## src/hw/vend_pkg.sv

```systemverilog
package vend_pkg;

    ////////////////////////////////////////////////////////////
    // widths and types
    ////////////////////////////////////////////////////////////

    localparam int NUM_PROD = 4;

    // product index, matches the cursor range
    typedef logic [1:0] prod_idx_t;

    // items held for one product
    typedef logic [3:0] stock_t;

    // counts of every product, index 0 is the first product
    typedef stock_t [NUM_PROD-1:0] stock_arr_t;

    // balance in 100 won units
    typedef logic [7:0] money_t;

    ////////////////////////////////////////////////////////////
    // product table
    ////////////////////////////////////////////////////////////

    // prices of products 0..3 are 10, 12, 15 and 18
    localparam money_t [NUM_PROD-1:0] PRICE = {8'd18, 8'd15, 8'd12, 8'd10};

    // counts after reset, product 2 starts sold out
    localparam stock_arr_t STOCK_INIT = {4'd4, 4'd0, 4'd1, 4'd9};

    // one digit per product on the front panel
    localparam stock_t STOCK_LIMIT = 4'd9;

    ////////////////////////////////////////////////////////////
    // money
    ////////////////////////////////////////////////////////////

    // balance must stay strictly below this
    localparam money_t MONEY_LIMIT = 8'd100;

    // 100, 500 and 1000 won coins
    localparam money_t COIN_SMALL = 8'd1;
    localparam money_t COIN_MID   = 8'd5;
    localparam money_t COIN_BIG   = 8'd10;

    // cycles per refunded unit, roughly 1000000 on the board
    localparam int REFUND_TICK   = 4;
    localparam int REFUND_TICK_W = $clog2(REFUND_TICK);

    ////////////////////////////////////////////////////////////
    // vend result status
    ////////////////////////////////////////////////////////////

    typedef enum logic [1:0] {
        ST_OK       = 2'd0,
        ST_NO_MONEY = 2'd1,
        ST_SOLD_OUT = 2'd2
    } vend_status_t;

endpackage

```

## src/hw/coin_bank.sv

```systemverilog
`timescale 1ns/1ps

module coin_bank import vend_pkg::*; (
    input  logic   clk,
    input  logic   rst,
    input  logic   coin_en,
    input  money_t coin_value,
    input  logic   deduct_en,
    input  money_t deduct_amount,
    input  logic   refund_start,
    output money_t balance,
    output logic   refund_busy,
    output logic   coin_out
);

    money_t                   coin_sum;
    logic                     coin_fits;
    logic [REFUND_TICK_W-1:0] tick_cnt;
    logic                     tick_wrap;

    // balance stays below 100 so the sum cannot wrap
    assign coin_sum  = balance + coin_value;
    assign coin_fits = (coin_sum < MONEY_LIMIT);

    assign tick_wrap = (tick_cnt == REFUND_TICK_W'(REFUND_TICK - 1));

    ////////////////////////////////////////////////////////////
    // balance and refund drain
    ////////////////////////////////////////////////////////////

    always_ff @(posedge clk) begin
        if (!rst) begin
            balance     <= '0;
            refund_busy <= 1'b0;
            coin_out    <= 1'b0;
            tick_cnt    <= '0;
        end else begin
            coin_out <= 1'b0;
            if (refund_busy) begin
                // one unit leaves every REFUND_TICK cycles
                if (balance == '0) begin
                    refund_busy <= 1'b0;
                end else if (tick_wrap) begin
                    tick_cnt <= '0;
                    balance  <= balance - 1'b1;
                    coin_out <= 1'b1;
                    // last unit ends the refund on the same edge
                    if (balance == money_t'(1)) begin
                        refund_busy <= 1'b0;
                    end
                end else begin
                    tick_cnt <= tick_cnt + 1'b1;
                end
            end else begin
                if (refund_start) begin
                    refund_busy <= 1'b1;
                    tick_cnt    <= '0;
                end

                // coin that would reach the limit is dropped
                if (coin_en && coin_fits) begin
                    balance <= coin_sum;
                end else if (deduct_en) begin
                    balance <= balance - deduct_amount;
                end
            end
        end
    end

    a_money_limit: assert property (
        @(posedge clk) disable iff (!rst)
        balance < MONEY_LIMIT
    );

    // control side must hold money moves during a refund
    a_refund_quiet: assert property (
        @(posedge clk) disable iff (!rst)
        refund_busy |-> !coin_en && !deduct_en
    );

    a_deduct_covered: assert property (
        @(posedge clk) disable iff (!rst)
        deduct_en |-> deduct_amount <= balance
    );

endmodule

```

## src/hw/stock_store.sv

```systemverilog
`timescale 1ns/1ps

module stock_store import vend_pkg::*; (
    input  logic       clk,
    input  logic       rst,
    input  logic       sell_en,
    input  prod_idx_t  sell_item,
    input  logic       restock_en,
    input  prod_idx_t  restock_item,
    output stock_arr_t stock
);

    logic restock_room;

    // full products ignore restock
    assign restock_room = (stock[restock_item] < STOCK_LIMIT);

    ////////////////////////////////////////////////////////////
    // stock counters
    ////////////////////////////////////////////////////////////

    always_ff @(posedge clk) begin
        if (!rst) begin
            stock <= STOCK_INIT;
        end else begin
            if (sell_en) begin
                stock[sell_item] <= stock[sell_item] - 1'b1;
            end

            if (restock_en && restock_room) begin
                stock[restock_item] <= stock[restock_item] + 1'b1;
            end
        end
    end

    // per counter bound
    for (genvar i = 0; i < NUM_PROD; i++) begin : g_limit_chk
        a_stock_limit: assert property (
            @(posedge clk) disable iff (!rst)
            stock[i] <= STOCK_LIMIT
        );
    end

    // sold out check lives in the control block
    a_sell_nonempty: assert property (
        @(posedge clk) disable iff (!rst)
        sell_en |-> stock[sell_item] != '0
    );

    a_no_sell_restock: assert property (
        @(posedge clk) disable iff (!rst)
        !(sell_en && restock_en)
    );

endmodule

```

## src/hw/vend_ctrl.sv

```systemverilog
`timescale 1ns/1ps

module vend_ctrl import vend_pkg::*; (
    input  logic         clk,
    input  logic         rst,
    input  logic         up,
    input  logic         down,
    input  logic         select,
    input  logic [2:0]   coin,
    input  logic         buy,
    input  logic         refund,
    input  logic         restock,
    input  logic         admin,
    input  logic         vend_ready,
    input  money_t       balance,
    input  logic         refund_busy,
    input  stock_arr_t   stock,
    output logic         vend_valid,
    output prod_idx_t    vend_item,
    output vend_status_t vend_status,
    output prod_idx_t    cursor,
    output logic         sel_valid,
    output prod_idx_t    sel_item,
    output logic         admin_mode,
    output stock_t       stock_current,
    output logic         coin_en,
    output money_t       coin_value,
    output logic         deduct_en,
    output money_t       deduct_amount,
    output logic         refund_start,
    output logic         sell_en,
    output prod_idx_t    sell_item,
    output logic         restock_en,
    output prod_idx_t    restock_item
);

    logic         act_move;
    logic         act_select;
    logic         act_coin;
    logic         act_buy;
    logic         act_refund;
    logic         act_restock;
    logic         act_admin;
    logic         buy_stall;
    logic         buy_go;
    logic         buy_ok;
    logic         sel_empty;
    logic         sel_short;
    money_t       sel_price;
    vend_status_t buy_status;

    ////////////////////////////////////////////////////////////
    // button priority
    ////////////////////////////////////////////////////////////

    // a held vend result blocks new buys
    assign buy_stall = vend_valid && !vend_ready;

    always_comb begin
        act_move    = 1'b0;
        act_select  = 1'b0;
        act_coin    = 1'b0;
        act_buy     = 1'b0;
        act_refund  = 1'b0;
        act_restock = 1'b0;
        act_admin   = 1'b0;
        if (up || down) begin
            act_move = 1'b1;
        end else if (select) begin
            act_select = 1'b1;
        end else if (coin != 3'b000) begin
            act_coin = 1'b1;
        end else if (buy) begin
            act_buy = !buy_stall;
        end else if (refund) begin
            act_refund = 1'b1;
        end else if (restock) begin
            act_restock = 1'b1;
        end else if (admin) begin
            act_admin = 1'b1;
        end
    end

    // coin bits are one-hot, msb is the smallest coin
    always_comb begin
        case (coin)
            3'b100:  coin_value = COIN_SMALL;
            3'b010:  coin_value = COIN_MID;
            3'b001:  coin_value = COIN_BIG;
            default: coin_value = '0;
        endcase
    end

    assign coin_en = act_coin && !refund_busy && (coin_value != '0);

    ////////////////////////////////////////////////////////////
    // buy decision
    ////////////////////////////////////////////////////////////

    assign sel_price = PRICE[sel_item];
    assign sel_empty = (stock[sel_item] == '0);
    // money being paid out cannot buy anything
    assign sel_short = (balance < sel_price) || refund_busy;
    assign buy_go    = act_buy && sel_valid;
    assign buy_ok    = buy_go && !sel_empty && !sel_short;

    always_comb begin
        if (sel_empty) begin
            buy_status = ST_SOLD_OUT;
        end else if (sel_short) begin
            buy_status = ST_NO_MONEY;
        end else begin
            buy_status = ST_OK;
        end
    end

    assign sell_en       = buy_ok;
    assign sell_item     = sel_item;
    assign deduct_en     = buy_ok;
    assign deduct_amount = sel_price;

    assign refund_start = act_refund;

    // restock only from admin mode
    assign restock_en   = act_restock && admin_mode;
    assign restock_item = cursor;

    assign stock_current = stock[cursor];

    ////////////////////////////////////////////////////////////
    // cursor, selection, admin, vend channel
    ////////////////////////////////////////////////////////////

    always_ff @(posedge clk) begin
        if (!rst) begin
            cursor     <= '0;
            sel_valid  <= 1'b0;
            sel_item   <= '0;
            admin_mode <= 1'b0;
            vend_valid <= 1'b0;
        end else begin
            // up moves toward product 0
            if (act_move) begin
                if (up) begin
                    if (cursor != '0) begin
                        cursor <= cursor - 1'b1;
                    end
                end else if (cursor != prod_idx_t'(NUM_PROD - 1)) begin
                    cursor <= cursor + 1'b1;
                end
            end

            // second select on the same product deselects it
            if (act_select) begin
                if (sel_valid && (sel_item == cursor)) begin
                    sel_valid <= 1'b0;
                end else if (stock[cursor] != '0) begin
                    sel_valid <= 1'b1;
                    sel_item  <= cursor;
                end
            end

            if (buy_go) begin
                sel_valid <= 1'b0;
            end

            if (act_admin) begin
                admin_mode <= !admin_mode;
            end

            if (buy_go) begin
                vend_valid <= 1'b1;
            end else if (vend_ready) begin
                vend_valid <= 1'b0;
            end
        end
    end

    // result payload
    always_ff @(posedge clk) begin
        if (buy_go) begin
            vend_item   <= sel_item;
            vend_status <= buy_status;
        end
    end

    a_vend_hold: assert property (
        @(posedge clk) disable iff (!rst)
        vend_valid && !vend_ready |=>
            vend_valid && $stable(vend_item) && $stable(vend_status)
    );

endmodule

```

## src/hw/vending_top.sv

```systemverilog
`timescale 1ns/1ps

module vending_top import vend_pkg::*; (
    input  logic         clk,
    input  logic         rst,
    input  logic         up,
    input  logic         down,
    input  logic         select,
    input  logic [2:0]   coin,
    input  logic         buy,
    input  logic         refund,
    input  logic         restock,
    input  logic         admin,
    input  logic         vend_ready,
    output logic         vend_valid,
    output prod_idx_t    vend_item,
    output vend_status_t vend_status,
    output money_t       balance,
    output logic         coin_out,
    output logic         refund_busy,
    output prod_idx_t    cursor,
    output logic         sel_valid,
    output prod_idx_t    sel_item,
    output logic         admin_mode,
    output stock_t       stock_current
);

    logic       coin_en;
    money_t     coin_value;
    logic       deduct_en;
    money_t     deduct_amount;
    logic       refund_start;
    logic       sell_en;
    prod_idx_t  sell_item;
    logic       restock_en;
    prod_idx_t  restock_item;
    stock_arr_t stock;

    vend_ctrl u_ctrl (
        .clk           (clk),
        .rst           (rst),
        .up            (up),
        .down          (down),
        .select        (select),
        .coin          (coin),
        .buy           (buy),
        .refund        (refund),
        .restock       (restock),
        .admin         (admin),
        .vend_ready    (vend_ready),
        .balance       (balance),
        .refund_busy   (refund_busy),
        .stock         (stock),
        .vend_valid    (vend_valid),
        .vend_item     (vend_item),
        .vend_status   (vend_status),
        .cursor        (cursor),
        .sel_valid     (sel_valid),
        .sel_item      (sel_item),
        .admin_mode    (admin_mode),
        .stock_current (stock_current),
        .coin_en       (coin_en),
        .coin_value    (coin_value),
        .deduct_en     (deduct_en),
        .deduct_amount (deduct_amount),
        .refund_start  (refund_start),
        .sell_en       (sell_en),
        .sell_item     (sell_item),
        .restock_en    (restock_en),
        .restock_item  (restock_item)
    );

    // money datapath
    coin_bank u_bank (
        .clk           (clk),
        .rst           (rst),
        .coin_en       (coin_en),
        .coin_value    (coin_value),
        .deduct_en     (deduct_en),
        .deduct_amount (deduct_amount),
        .refund_start  (refund_start),
        .balance       (balance),
        .refund_busy   (refund_busy),
        .coin_out      (coin_out)
    );

    // product counts
    stock_store u_stock (
        .clk          (clk),
        .rst          (rst),
        .sell_en      (sell_en),
        .sell_item    (sell_item),
        .restock_en   (restock_en),
        .restock_item (restock_item),
        .stock        (stock)
    );

endmodule

```

## config.mk

```make
export PLATFORM = sky130hd
export DESIGN_NAME = vending_top
export DESIGN_NICKNAME = d
export VERILOG_FILES = /design/src/hw/vend_pkg.sv /design/src/hw/coin_bank.sv /design/src/hw/stock_store.sv /design/src/hw/vend_ctrl.sv /design/src/hw/vending_top.sv
export SDC_FILE = /design/constraint.sdc
export NUM_CORES = 1
export LEC_CHECK = 0
export ABC_AREA = 1
export BUFFER_PORTS_ARGS = -buffer_cell sky130_fd_sc_hd__buf_2
export CAP_MARGIN = 10
export CORE_MARGIN = 8
export CORE_UTILIZATION = 35
export CTS_BUF_LIST = sky130_fd_sc_hd__clkbuf_16
export DETAILED_ROUTE_END_ITERATION = 7
export PLACE_DENSITY_LB_ADDON = 0.05
export SLEW_MARGIN = 40
export SYNTH_ARGS = -nofsm -noshare
export SYNTH_HDL_FRONTEND = slang
export SYNTH_SLANG_ARGS = --single-unit
export TNS_END_PERCENT = 20
```

## constraint.sdc

```tcl
create_clock -name clk -period 3.8 [get_ports clk]
set_input_delay 0.38 -clock clk [delete_from_list [all_inputs] [get_ports clk]]
set_output_delay 0.38 -clock clk [all_outputs]
set_load 0.005 [all_outputs]
```

==> impl_metrics.tcl <==
set metrics [dict create \
    cts_hold_buf 0 \
    cts_tree "done" \
    synth_edf_count 4 \
    routed_wirelength_um 10100 \
    cp_slowest_cell "dfxtp_1" \
    initial_core_util 0.360 \
    synth-seq-area-share 0.248 \
    clock-skew-final_ns 0.00589 \
    wire_per_inst_um 15.2 \
    synth_mux_area_frac 0 \
    hold_viol 0 \
    wirelength_met1_um 5200 \
    dr.pass1.iters 4 \
    irDropWorstVdd_mv 0.157 \
    yosys.area.top_type "dfxtp_1" \
    synth_compound_area_frac 0.0862 \
    drv_cap 0 \
    switchingPower_mw 0.314 \
    rows 35 \
    yosysWarnings 0 \
    clkTransAtPathRegs_ns 0.06 \
    async_flop_share 0 \
    hp-start "up" \
    synth_top_family_by_area "simple AND/OR/NAND/NOR gates" \
    cts_buffer_depth 2 \
    end_kind "register" \
    area_growth_pct 13.8 \
    final.setup.tns_ns 0 \
    grt_max_degree 30 \
    cts_buffers 5 \
    power.total_mw 1.17 \
    finalMaxSlewViolations 0 \
    synth_nets 556 \
    cts_root_buf "clkbuf_16" \
    drive_gt1_frac 0.153 \
    synth-simple-area-share 0.450 \
    gp_congestion 0.840 \
    final_area_um2 3760 \
    clk_latency_ns 0.28 \
    post-route-util 0.409 \
    vias 3361 \
    fin_crit_ns 2.96 \
    fmax_mhz 337 \
    tightest_slew_ns 0.634 \
    die_y_um 113 \
    path_class "reg -> reg" \
    clkPwrFrac 0.471 \
    drc 0 \
    p_seq_frac 0.370 \
    antenna_cells 0 \
    synth_fa_ha_area_frac 0.0915 \
    antenna_found_initial 0 \
    cp_max_fo 10 \
    final_nets 591 \
    cts_setup_buffers 0 \
    coreArea_um2 9200 \
    grt-ovfl-total 0 \
    reg2reg_from "u_ctrl.sel_item[1]" \
    nFillCells 1007 \
    status "finished, final reports clean" \
    p_int_mw 0.856 \
    worstPathRequired_ns 3.94 \
    ios 38 \
    viasPerCell 5.04 \
    grt.total_usage 0.159 \
    cts_sinks 39 \
    placed_cell_area_um2 3570 \
    routed.top_layer "met4" \
    mostFrequentLayoutCell "nand2_1" \
    final_cell_mix "148 x nand2_1, 71 x nor2_1, 61 x nand3_1" \
    port_buffers 37 \
    synth_ff_type "dfxtp_1" \
    pwr-share-comb 0.159 \
    period_share 0.780 \
    ys_seq_elements 39 \
    p_leak_nw 1.91 \
    syn_area_um2 3310 \
    path_common_cell "nand2_1" \
    timing.slew.headroom 0.577 \
    dpl.hpwl_um 7840 \
    post_cts_resized 0 \
    ant_nets 0 \
    yosys.area_share.xor_xnor 0.0265 \
    avgSynthCellArea_um2 6.36 \
    rsz0062_at_grt "no" \
    cpPeakStageDelay_ns 0.64 \
    p_sw_frac 0.268 \
    crit_arrival_ns 3.10 \
    power.density_nw_per_um2 311 \
    setup_violations 0 \
    synthCells 520 \
    die_area_um2 12800 \
    cp_cell_sequence "inv_2, ha_1, inv_1, ha_1, nand3_1, nand2_1, nand2_1, a21oi_2, nand3_2, nor2_1, nand2_1, o211ai_1, nand3_1" \
    met3_length_um 486 \
    yosys-top-cells-area "dfxtp_1 21%, nand2_1 17%, nand3_1 9.2%" \
    netlist-cell-type-count 46 \
    drt_iter0_markers 196 \
    hp-class "in -> reg" \
    die_w_um 113 \
    htree_levels 2 \
    startpoint_type "register" \
    dr_wl_met2_um 4380 \
    crit_path_start "u_ctrl.sel_item[1]" \
    synth_top_area_frac 0.212 \
    grt_pass1_vias 3155 \
    grt_pass1_wl_um 16400 \
    whs_ns 0.362 \
]
state kept, by name, indices dropped and copies added, names as in the netlist:
register            flops
u_stock.stock          16
u_ctrl.sel_item         2
u_ctrl.sel_valid        1
u_ctrl.cursor           2
u_bank.tick_cnt         2
u_bank.refund_busy      1
u_bank.balance          8
u_ctrl.admin_mode       1
u_ctrl.vend_valid       1
u_ctrl.vend_item        2
u_bank.coin_out         1
u_ctrl.vend_status      2
cell type report:
| type | instances | area (um2) | area share |
|---|---|---|---|
| clock buffer | 5 | 125 | 0.0332 |
| sequential | 39 | 821 | 0.218 |
| timing repair buffer | 38 | 193 | 0.0512 |
| multi-input combinational | 403 | 2170 | 0.575 |
| inverter | 68 | 256 | 0.0682 |
| clock inverter | 3 | 63.8 | 0.0170 |
| tap | 111 | 139 | 0.0369 |
synth_stat cells (2+ instances only):
cell      count
edfxtp_1      4
a21oi_1      19
buf_4         3
clkbuf_1      3
nand2_4       3
o211ai_1      5
nand3_2       7
nor3_2        3
nand2_2       5
inv_2        10
nand3_1      61
o21ai_1       2
nor2_4        2
nor3_1        5
o21ai_0      11
fa_1          2
nor2_1       71
xor2_1        7
dfxtp_1      35
ha_1         21
xnor2_1       3
a211oi_1      3
buf_6         2
nand2_1     148
inv_1        56
nand4_1       8
nor2_2        2
cell families after synthesis:
logic type | count (synthesis)
flops | 39
simple gates | 322
compound gates | 48
fa+ha+maj | 23
xor+xnor | 10
buf+inv | 78
final timing paths:
| path | end | slack, ns | depth (start not counted) |
|---|---|---|---|
| hold / removal | u_ctrl.cursor[1] | 0.36 | 2 |
| hold reg to reg | u_bank.tick_cnt[0] | 0.46 | 1 |
| setup reg to reg | u_stock.stock[3] | 0.84 | 13 |
| setup / recovery | u_stock.stock[3] | 0.84 | 13 |
power groups by stage:
stage          clock [mW]  sequential, mW  combinational, mW
2_1_floorplan           0           0.438              0.133
3_3_place_gp            0           0.443              0.186
3_5_place_dp            0           0.442              0.186
4_1_cts             0.564           0.433              0.187
5_1_grt             0.583           0.434              0.209
6_report            0.551           0.433              0.186
metal layers:
metal / up-vias / GRT usage
met1: 1535 / 0.221
met5: - / 0
met4: 0 / 0.0320
li1: 1751 / -
met2: 71 / 0.251
met3: 4 / 0.0261
worst max-delay path, delay by kind of cell, from the launching register on:
family | cells | cell delay (ns)
fa+ha+maj | 2 | 0.68
buf+inv | 2 | 0.26
simple gates | 7 | 1.00
compound gates | 2 | 0.25
flops | 1 | 0.64
metrics by stage:
step,setup WS (ns),cells
4_1_cts,0.795,667
6_report,0.835,667
5_1_grt,0.546,667
3_5_place_dp,0.792,659
3_3_place_gp,0.850,659
2_1_floorplan,1.40,520
Note: power is estimated with default switching activity, not from simulation.
